==> src/source/busCfgPkg.sv <==
package busCfgPkg;

  //////////////////////////////////////////////////
  // Fixed configuration of the bus data path
  //////////////////////////////////////////////////

  // One bus word per beat and the data cache works in the same width
  localparam int XLEN = 32;

  // Physical addresses are as wide as the word in this configuration
  localparam int PA_BITS = 32;

  // A cache line is four bus words, so every line transfer takes four beats
  localparam int WORDSPERLINE = 4;

  // Width of the beat index that walks through the words of a line
  localparam int LOGWPL = $clog2(WORDSPERLINE);

  // The whole line as one flat vector with word 0 in the low bits
  localparam int LINELEN = XLEN * WORDSPERLINE;

  // Byte offset of a word inside the line, used to step the address per beat
  localparam int BYTEOFFSET = $clog2(XLEN / 8);

  //////////////////////////////////////////////////
  // Vector types with a meaning of their own
  //////////////////////////////////////////////////

  // A single word as it appears on the read or write data lines
  typedef logic [XLEN-1:0] busWordT;

  // A byte address on the bus
  typedef logic [PA_BITS-1:0] physAdrT;

  // A full line as collected by the fetch buffer
  typedef logic [LINELEN-1:0] lineT;

  // Index of the current beat within a line transfer
  typedef logic [LOGWPL-1:0] wordCountT;

  // Access size code in the funct3 encoding
  // Code 0 is a byte, 1 a halfword and 2 a full word
  typedef logic [2:0] accessSizeT;

  // Line transfers always move whole words
  localparam accessSizeT SIZEWORD = 3'b010;

endpackage

==> src/source/busCtrlPkg.sv <==
package busCtrlPkg;

  //////////////////////////////////////////////////
  // Bus sequencer states
  //////////////////////////////////////////////////

  // Ready waits for work from the cache or the load/store unit
  // The Uncached states carry one single access straight to the bus
  // UncachedReadDone keeps the fetched word visible until the CPU takes it
  // LineFetch and LineWrite walk through all words of a line
  // LineDone is the one idle cycle after a line transfer
  typedef enum logic [2:0] {
    Ready,
    UncachedRead,
    UncachedWrite,
    UncachedReadDone,
    LineFetch,
    LineWrite,
    LineDone
  } busStateT;

  //////////////////////////////////////////////////
  // Request bundles
  //////////////////////////////////////////////////

  // Line request from the data cache
  // Both levels stay high until the cache sees cacheBusAck
  typedef struct packed {
    busCfgPkg::physAdrT adr;
    logic               fetchLine;
    logic               writeLine;
  } cacheReqT;

  // Access from the load/store unit
  // Bit 1 of rw asks for a read and bit 0 for a write
  typedef struct packed {
    busCfgPkg::physAdrT    adr;
    logic [1:0]            rw;
    busCfgPkg::accessSizeT funct3;
    busCfgPkg::busWordT    storeData;
    logic                  cacheable;
  } lsuReqT;

  // Request toward the next level of memory
  // Read and write are levels that hold until busAck
  typedef struct packed {
    busCfgPkg::physAdrT    adr;
    busCfgPkg::accessSizeT size;
    busCfgPkg::busWordT    wdata;
    logic                  read;
    logic                  write;
  } busReqT;

endpackage

==> src/source/busFsm.sv <==
module busFsm (
  input  logic                 clk,
  input  logic                 rstN,
  input  logic                 ignoreRequest,
  input  logic [1:0]           lsuRw,
  input  logic                 cacheable,
  input  logic                 fetchLine,
  input  logic                 writeLine,
  input  logic                 busAck,
  input  logic                 cpuBusy,
  output logic                 busRead,
  output logic                 busWrite,
  output logic                 cacheBusAck,
  output logic                 busStall,
  output logic                 busCommitted,
  output logic                 selUncached,
  output busCfgPkg::wordCountT wordCount
);
  import busCfgPkg::*;
  import busCtrlPkg::*;

  busStateT state;
  busStateT stateNext;
  logic     uncachedReq;
  logic     lineActive;
  logic     lastBeat;

  // An access bypasses the cache when it reads or writes and is not cacheable
  assign uncachedReq = (|lsuRw) & ~cacheable;

  // Both line states step the word counter on every ack
  assign lineActive = (state == LineFetch) || (state == LineWrite);

  // The beat that finishes a line
  assign lastBeat = (wordCount == wordCountT'(WORDSPERLINE - 1));

  //////////////////////////////////////////////////
  // State register and next state
  //////////////////////////////////////////////////

  always_ff @(posedge clk) begin
    if (!rstN) begin
      state <= Ready;
    end else begin
      state <= stateNext;
    end
  end

  always_comb begin
    stateNext = state;
    case (state)
      Ready: begin
        // Uncached traffic goes first, then a victim writeback, then a fill
        // A dirty victim has to leave before the fill reuses its line
        if (!ignoreRequest) begin
          if (uncachedReq) begin
            stateNext = lsuRw[1] ? UncachedRead : UncachedWrite;
          end else if (writeLine) begin
            stateNext = LineWrite;
          end else if (fetchLine) begin
            stateNext = LineFetch;
          end
        end
      end
      UncachedRead: begin
        if (busAck) begin
          stateNext = UncachedReadDone;
        end
      end
      UncachedReadDone: begin
        // The word stays on readDataWordMux until the pipeline moves on
        if (!cpuBusy) begin
          stateNext = Ready;
        end
      end
      UncachedWrite: begin
        if (busAck) begin
          stateNext = Ready;
        end
      end
      LineFetch, LineWrite: begin
        if (busAck && lastBeat) begin
          stateNext = LineDone;
        end
      end
      LineDone: begin
        stateNext = Ready;
      end
      default: begin
        stateNext = Ready;
      end
    endcase
  end

  //////////////////////////////////////////////////
  // Word counter
  //////////////////////////////////////////////////

  // Uncached accesses never move the counter so they always use word 0
  // The counter wraps to zero on the final beat of a line
  always_ff @(posedge clk) begin
    if (!rstN) begin
      wordCount <= '0;
    end else if (lineActive && busAck) begin
      if (lastBeat) begin
        wordCount <= '0;
      end else begin
        wordCount <= wordCount + wordCountT'(1);
      end
    end
  end

  //////////////////////////////////////////////////
  // Outputs decoded from the state
  //////////////////////////////////////////////////

  // Read and write rise in the cycle after the start and hold until the ack
  assign busRead  = (state == UncachedRead) || (state == LineFetch);
  assign busWrite = (state == UncachedWrite) || (state == LineWrite);

  // The cache learns of the finished line in the same cycle as the last ack
  assign cacheBusAck = lineActive & busAck & lastBeat;

  // The pipeline may run on while the uncached word waits and in LineDone
  assign busStall = (state != Ready) && (state != UncachedReadDone) && (state != LineDone);

  // Any state past Ready means the bus has taken the access
  assign busCommitted = (state != Ready);

  // Steers the address, size and data muxes to the load/store unit side
  assign selUncached = (state == UncachedRead) || (state == UncachedWrite) ||
                       (state == UncachedReadDone);

  //////////////////////////////////////////////////
  // Checks
  //////////////////////////////////////////////////

  // Only one direction can be active on the bus at a time
  aBusOneDir : assert property (@(posedge clk) disable iff (!rstN)
    !(busRead && busWrite))
    else $error("busFsm read and write both high");

  // The beat index only changes when memory completes a beat
  aCountNeedsAck : assert property (@(posedge clk) disable iff (!rstN)
    !busAck |=> $stable(wordCount))
    else $error("busFsm wordCount moved without busAck");

  // The line ack comes with the final beat and is followed by LineDone
  aLineAckEnds : assert property (@(posedge clk) disable iff (!rstN)
    cacheBusAck |-> busAck ##1 (state == LineDone && wordCount == '0))
    else $error("busFsm cacheBusAck outside the last beat of a line");

endmodule

==> src/source/busDp.sv <==
module busDp (
  input  logic                 clk,
  input  logic                 rstN,
  input  busCtrlPkg::cacheReqT cacheReq,
  input  busCtrlPkg::lsuReqT   lsuReq,
  input  busCfgPkg::busWordT   writeWord,
  input  busCfgPkg::busWordT   readDataWord,
  input  logic                 ignoreRequest,
  input  logic                 cpuBusy,
  input  busCfgPkg::busWordT   busRdata,
  input  logic                 busAck,
  output busCtrlPkg::busReqT   busReq,
  output busCfgPkg::wordCountT wordCount,
  output busCfgPkg::lineT      lineData,
  output busCfgPkg::busWordT   readDataWordMux,
  output logic                 cacheBusAck,
  output logic                 busStall,
  output logic                 busCommitted
);
  import busCfgPkg::*;

  logic    selUncached;
  logic    busRead;
  logic    busWrite;
  physAdrT baseAdr;

  //////////////////////////////////////////////////
  // Fetch buffer
  //////////////////////////////////////////////////

  // Each word of the line has its own register
  // A register loads only on the read ack of the beat that matches its index
  // An uncached read lands in word 0 because the counter stays at zero
  for (genvar i = 0; i < WORDSPERLINE; i++) begin : fetchBuf
    busWordT fetchWord;

    always_ff @(posedge clk) begin
      if (busAck && busRead && (wordCount == wordCountT'(i))) begin
        fetchWord <= busRdata;
      end
    end

    assign lineData[i*XLEN +: XLEN] = fetchWord;
  end

  //////////////////////////////////////////////////
  // Address, size and data muxes
  //////////////////////////////////////////////////

  // Uncached accesses use the load/store unit address as is
  // Line transfers start at the line base from the cache
  assign baseAdr = selUncached ? lsuReq.adr : cacheReq.adr;

  // Each beat moves one word further into the line
  assign busReq.adr = baseAdr + (physAdrT'(wordCount) << BYTEOFFSET);

  // Single accesses keep their own size and line beats are always full words
  assign busReq.size = selUncached ? lsuReq.funct3 : SIZEWORD;

  // Store data for uncached writes and the victim word during a writeback
  // Atomic results arrive already merged into the store data
  assign busReq.wdata = selUncached ? lsuReq.storeData : writeWord;

  assign busReq.read  = busRead;
  assign busReq.write = busWrite;

  // The uncached word comes out of the fetch buffer and hits come from the cache
  assign readDataWordMux = selUncached ? lineData[XLEN-1:0] : readDataWord;

  //////////////////////////////////////////////////
  // Bus sequencer
  //////////////////////////////////////////////////

  busFsm uBusFsm (
    .clk          (clk),
    .rstN         (rstN),
    .ignoreRequest(ignoreRequest),
    .lsuRw        (lsuReq.rw),
    .cacheable    (lsuReq.cacheable),
    .fetchLine    (cacheReq.fetchLine),
    .writeLine    (cacheReq.writeLine),
    .busAck       (busAck),
    .cpuBusy      (cpuBusy),
    .busRead      (busRead),
    .busWrite     (busWrite),
    .cacheBusAck  (cacheBusAck),
    .busStall     (busStall),
    .busCommitted (busCommitted),
    .selUncached  (selUncached),
    .wordCount    (wordCount)
  );

  // While memory holds off the ack the request must not move under it
  // This ties the sequencer state to the mux selects and the counter
  aAdrHolds : assert property (@(posedge clk) disable iff (!rstN)
    (busReq.read || busReq.write) && !busAck |=> $stable(busReq.adr) && $stable(busReq.size))
    else $error("busDp address or size changed while waiting for busAck");

endmodule

==> config.mk <==
export PLATFORM = sky130hd
export DESIGN_NAME = busDp
export DESIGN_NICKNAME = d
export VERILOG_FILES = /design/src/source/busCfgPkg.sv /design/src/source/busCtrlPkg.sv /design/src/source/busFsm.sv /design/src/source/busDp.sv
export SDC_FILE = /design/constraint.sdc
export NUM_CORES = 1
export LEC_CHECK = 0
export BUFFER_PORTS_ARGS = -buffer_cell sky130_fd_sc_hd__buf_2
export CORE_AREA = 3 3 171 173
export CTS_CLUSTER_SIZE = 40
export DETAILED_ROUTE_END_ITERATION = 8
export DIE_AREA = 0 0 174 176
export PLACE_DENSITY_LB_ADDON = 0.08
export REMOVE_ABC_BUFFERS = 1
export SYNTH_ARGS = -nofsm -noshare
export SYNTH_HDL_FRONTEND = slang
export SYNTH_SLANG_ARGS = --single-unit
==> constraint.sdc <==
create_clock -name clk -period 4.9 [get_ports clk]
set_input_delay 0.98 -clock clk [delete_from_list [all_inputs] [get_ports clk]]
set_output_delay 0.98 -clock clk [all_outputs]
set_load 0.05 [all_outputs]
==> metrics, run 1 <==
Post-Syn Area 0.00641 mm2; post-CTS sizing 0; leak pwr 4.43 nW; multiplexer share of the synthesized area 0.0439; critical path startpoint category register; post-synthesis adder-cell area fraction 0.0148; Max Clock Skew between 0.01 and 0.015 ns; crit path max fanout 14; crit-path most repeated cell nand2_1; worst vdd ir 0.000287 V; wire length of the first global-routing pass about 37 mm; wire per inst 18.2 um; Post-synth top cells nand2_1, edfxtp_1, xor2_1, mux2i_1, nand3_1; Layout area overhead 50.5%; gate count of the mapped netlist 589; CTS clk-pin slew, worst paths ~0.06 ns; post-synthesis xor/xnor area fraction 0.0505; CTS buffer count 17; Synth Area in Simple Gates 0.212; Synth Flop Type edfxtp_1; P per Cell Area 719 mW/mm2; clk sink count 133; main combinational cell family by area after synthesis simple AND/OR/NAND/NOR gates; Worst Setup SP uBusFsm.state[1]; Pre-antenna DRT Iters 5; Pwr Total 6.93 mW; area leader, netlist edfxtp_1; top post-synthesis cells by area edfxtp_1, nand2_1, mux2i_1; crit path time final 4.49 ns; max-capacitance violation count 0; Critical Path Sink Type output pin; via count of the first global-routing pass roughly 5.9k; top-count cell post-synth nand2_1; CTS max path bufs 2; Post-synth EDFFs 128; layout cells sized above 1 0.474; crit path cell chain o21bai_4, nand2_1, nand2_1, ha_1, a21oi_1, nor4_1, o2bb2ai_1, or3_4, a211oi_2, xnor2_1, buf_2; Cell Area, Placed 0.00902 mm2; Min-Delay Path Depth 2; Critical R2R Launch uBusFsm.state[2]; ys async rst share 0; Critical Path Max Stage Delay 0.55 ns; GRT Total Usage 0.158; initial antenna violation count 3; Slew Limit Fails 0; design area 0.00965 mm2; Die H 176 um; Die ar. between 0.03 and 0.04 mm2; initial DRC count 326; CP max stage cell o21bai_4; Die Wd 174 um; Rel. slew slack 0.316; Hold Path Class reg2reg; final WL 25.8 mm; largest net degree at the start of global routing 70; post-synth top area share 0.600; Clock Root Buffer clkbuf_16; antenna-violating nets left 0; RSZ-0062 raised after global routing false; R2R cell count 3; vias 5994; yosys warns 0; Post-Syn Area per Cell 10.9 um2; H-tree depth 4; Routability Congestion roughly 0.87; Hold Vio Cnt, Final 0; Least-Margin Pin Slew roughly 1.0 ns; hold_sp uBusFsm.wordCount[1]; Fmax about 220 MHz; Post-CTS Setup Bufs 0; Compound-Gate Fraction of Synth Area 0.0400; GRT overflow 0; DRC errors left 0; WP data arrival 3.51 ns; CTS tree yes; status completed; Seq cells post-synth 133; DR vias/cell 4.23; post-synthesis sequential area ratio 0.615; Ports 439; Clock Latency Late Sink 0.41 ns; half-perimeter wire length after placement 19.5 mm; required time of the critical path 3.92 ns; final setup fails 0; CTS Hold Bufs 0; Nets 1237; port buffer count about 440; Core ar. 0.0278 mm2; synth unique cells 50; Cell Rows slightly above 60; critical path class reg2out; period utilization 0.917; Starting Density 0.231
==> cells in the final DEF, fill, tap and decap left out, types with 2 or more instances in the layout <==
cell          n
buf_2       438
nand2_1     226
edfxtp_1    128
xor2_1       28
mux2i_1      27
nand3_1      21
clkbuf_16    17
nor2_1       14
a21oi_1      14
nand4_1      11
xnor2_1       9
inv_1         8
inv_6         7
and3_1        6
ha_1          6
o21ai_0       5
nor3_1        5
buf_4         5
and3_2        4
nor2b_1       4
a21o_1        3
and2_1        3
bufinv_16     3
dfxtp_2       3
nor4_1        2
a211oi_1      2
or3_1         2
nand2b_1      2
or4_1         2
nand3b_1      2
a21boi_0      2
clkinvlp_4    2
dfxtp_1       2
==> cells by family after synthesis <==
family | Yosys count
and+or+nand+nor | 313
AOI/OAI and AO/OA | 36
DFF | 133
adders and majority gates | 7
buffers and inverters | 35
xor gates and xnor gates | 37
muxes | 28
==> registers in the layout, indices dropped and copies added (netlist names) <==
| signal | cells |
|---|---|
| fetchBuf.fetchWord | 128 |
| uBusFsm.state | 3 |
| uBusFsm.wordCount | 2 |
==> worst max-delay path: cells and delay by family (launching register included) <==
family                     cells  cell delay, ns
AOI/OAI and AO/OA              4            1.15
xor gates and xnor gates       1            0.14
adders and majority gates      1            0.20
buffers and inverters          1            0.30
DFF                            1            0.42
and+or+nand+nor                4            0.89
==> metal layers <==
layer  up-vias  GRT usage  part of all wire
li1       2926          -                 -
met1      2753      0.184              0.40
met2       292      0.277              0.50
met3        19     0.0570             0.088
met4         4     0.0382             0.011
met5         -          0            0.0010
==> worst paths after layout <==
kind                              end  slack [ns]
max                        busReq[68]        0.41
min reg2reg      uBusFsm.wordCount[1]        0.64
min              uBusFsm.wordCount[1]        0.64
max reg2reg  fetchBuf[1].fetchWord[1]        2.65
==> per-stage QoR <==
stage / TNS, ns / hold slack (ns) / setup WS (ns) / util / instances
global placement: 0 / 0.640 / 0.631 / 0.325 / 1383
CTS: 0 / 0.654 / 0.122 / 0.347 / 1415
global route: 0 / 0.682 / 0.140 / 0.347 / 1417
detailed placement: 0 / 0.647 / 0.565 / 0.325 / 1383
floorplan: -80.35 / 0.580 / -2.21 / - / 562
finish: 0 / 0.643 / 0.405 / 0.347 / 1417
==> power by group <==
part	switching [mW]	internal (mW)
Combinational	3.25	0.884
Sequential	0.101	1.38
Clock	0.507	0.817
==> area by class of cell <==
class / count / area [um2]
inverters: 8 / 30.0
fillers: 2984 / 18100
clock buffers: 18 / 429
repair buffers: 443 / 2230
diodes: 1 / 2.50
well taps: 378 / 473
flip-flops and latches: 133 / 3950
multi-input cells: 422 / 2350
clock inverters: 14 / 186
No activity file was read; power rests on OpenSTA's default activity.
==> inputs of run 2 (changes only) <==
BUFFER_PORTS_ARGS = default   (was -buffer_cell sky130_fd_sc_hd__buf_2)
CORE_AREA = 3 3 172 174   (was 3 3 171 173)
DIE_AREA = 0 0 175 177   (was 0 0 174 176)
DONT_BUFFER_PORTS = 1   (was default)
==> metrics, run 2 (synthesis gave the netlist of run 1 again) <==
Hold Vio Cnt, Final 0; via count of the first global-routing pass approximately 4.8k; Routability Congestion 0.848; RSZ-0062 raised after global routing false; CTS tree yes; Final Non-Filler Cells 1008; period utilization 0.918; Layout area overhead 19.6%; initial DRC count 229; GRT Total Usage 0.146; flip-flop and latch area 0.00394 mm2; area of the multi-input gates 0.00235 mm2; Critical Path Sink Type output pin; Core ar. 0.0279 mm2; Die Wd between 150 and 200 um; crit path cell chain o21ba_4, buf_4, or4b_4, a221oi_4, nand4_1, xor2_1, mux2i_1, buf_4; Clock Latency Late Sink slightly above 0.4 ns; DRC errors left 0; Least-Margin Pin Slew ~1.1 ns; Nets 830; Pre-antenna DRT Iters 4; max reg flops 128; CTS Hold Bufs 0; leak pwr 2.83 nW; post-CTS sizing 0; Clock Root Buffer clkbuf_16; largest register by flop count fetchBuf.fetchWord; CTS clk-pin slew, worst paths ~0.070 ns; GRT overflow 0; Die ar. 0.0310 mm2; H-tree depth 4; ANT cells 0; status completed; Post-CTS Setup Bufs 0; clk sink count 133; Hold Path Class in2reg; CTS max path bufs 2; Critical R2R Launch uBusFsm.state[2]; WP data arrival 3.52 ns; Die H 177 um; R2R cell count 3; Max Clock Skew 0.0105 ns; max-capacitance violation count 0; wire length of the first global-routing pass approximately 33 mm; antenna-violating nets left 0; FF-to-FF End fetchBuf[1].fetchWord[1]; Pwr Total between 6 and 7 mW; CP max stage cell dfxtp_1; Placed Cells between 900 and 1k; layout cells sized above 1 0.130; half-perimeter wire length after placement ~18 mm; Starting Density 0.230; largest net degree at the start of global routing 65; Ports between 400 and 500; Cell Rows 61; biggest registers after layout fetchBuf.fetchWord (128), uBusFsm.state (3), uBusFsm.wordCount (2); final WL 24.5 mm; DR vias/cell 4.61; crit path time final 4.50 ns; wire per inst 24.3 um; crit path max fanout 64; CTS buffer count 17; Fmax about 220 MHz; port buffer count 0; flop2flop setup slack 2.40 ns; Slew Limit Fails 0; worst vdd ir roughly 0.00034 V; crit-path most repeated cell buf_4; most frequent cells in the layout nand2_1, edfxtp_1, buf_4; critical path class reg2out; P per Cell Area 854 mW/mm2; Rel. slew slack 0.259; Worst Setup EP busReq[65]; Worst Setup SP uBusFsm.state[2]; critical path startpoint category register; required time of the critical path 3.92 ns; final-layout fill cell count around 2.9k; hold slack roughly 0.66 ns; final setup fails 0; Critical Path Max Stage Delay roughly 0.73 ns; vias 4645; initial antenna violation count 0; commonest non-fill, non-tap cell in the layout nand2_1
## run 2: cell count changes in the layout (fill, tap and decap cells not counted), sizes merged
cell	change
clkinv	+3
buf	-407
inv	-4
diode	-1
clkinvlp	+1
clkbuf	-1
## run 2: layout make-up
class	instances	area share
clock inverters	14	0.0228
well taps	378	0.0617
flip-flops and latches	133	0.514
multi-input cells	422	0.307
clock buffers	17	0.0555
repair buffers	36	0.0352
inverters	8	0.00392
## run 2: worst min-delay path by stage
| stage | startpoint | end | slack, ns | depth (start not counted) |
|---|---|---|---|---|
| floorplan | uBusFsm.state[0] | uBusFsm.state[0] | 0.58 | 2 |
| global placement | uBusFsm.state[0] | uBusFsm.state[0] | 0.67 | 2 |
| detailed placement | uBusFsm.state[0] | uBusFsm.state[0] | 0.68 | 2 |
| CTS | busRdata[15] | fetchBuf[2].fetchWord[15] | 0.65 | 0 |
| global route | busRdata[24] | fetchBuf[3].fetchWord[24] | 0.63 | 0 |
| finish | busRdata[15] | fetchBuf[0].fetchWord[15] | 0.66 | 0 |
## run 2: report_power, final
part / total, mW / switching, mW / internal (mW)
sequential: 1.75 / 0.373 / 1.38
clock: 1.33 / 0.523 / 0.805
combinational: 3.47 / 2.86 / 0.610
total: 6.55 / 3.76 / 2.79
## run 2: critical path: cells and delay by family (launching register included)
| kind | cells | cell delay [ns] |
|---|---|---|
| AND/OR/NAND/NOR | 2 | 0.81 |
| buffers and inverters | 2 | 0.55 |
| XOR/XNOR | 1 | 0.16 |
| multiplexers | 1 | 0.15 |
| AO/OA/AOI/OAI | 2 | 0.70 |
| flip-flops | 1 | 0.73 |
## run 2: stage by stage
step / utilization / TNS (ns) / area (um2) / worst slack, ns
2_1_floorplan: - / -80.35 / 6290 / -2.21
3_3_place_gp: 0.252 / 0 / 7030 / 0.552
3_5_place_dp: 0.252 / 0 / 7030 / 0.474
4_1_cts: 0.273 / 0 / 7630 / 0.00130
5_1_grt: 0.275 / 0 / 7670 / 0.126
6_report: 0.275 / 0 / 7670 / 0.401
## run 2: per-layer routing
layer,vias to the layer above,GRT usage,wire length (um)
met3,16,0.0742,2950
li1,2107,-,-
met5,-,0,0
met1,2216,0.149,8620
met4,0,0.0396,347
met2,306,0.264,12600
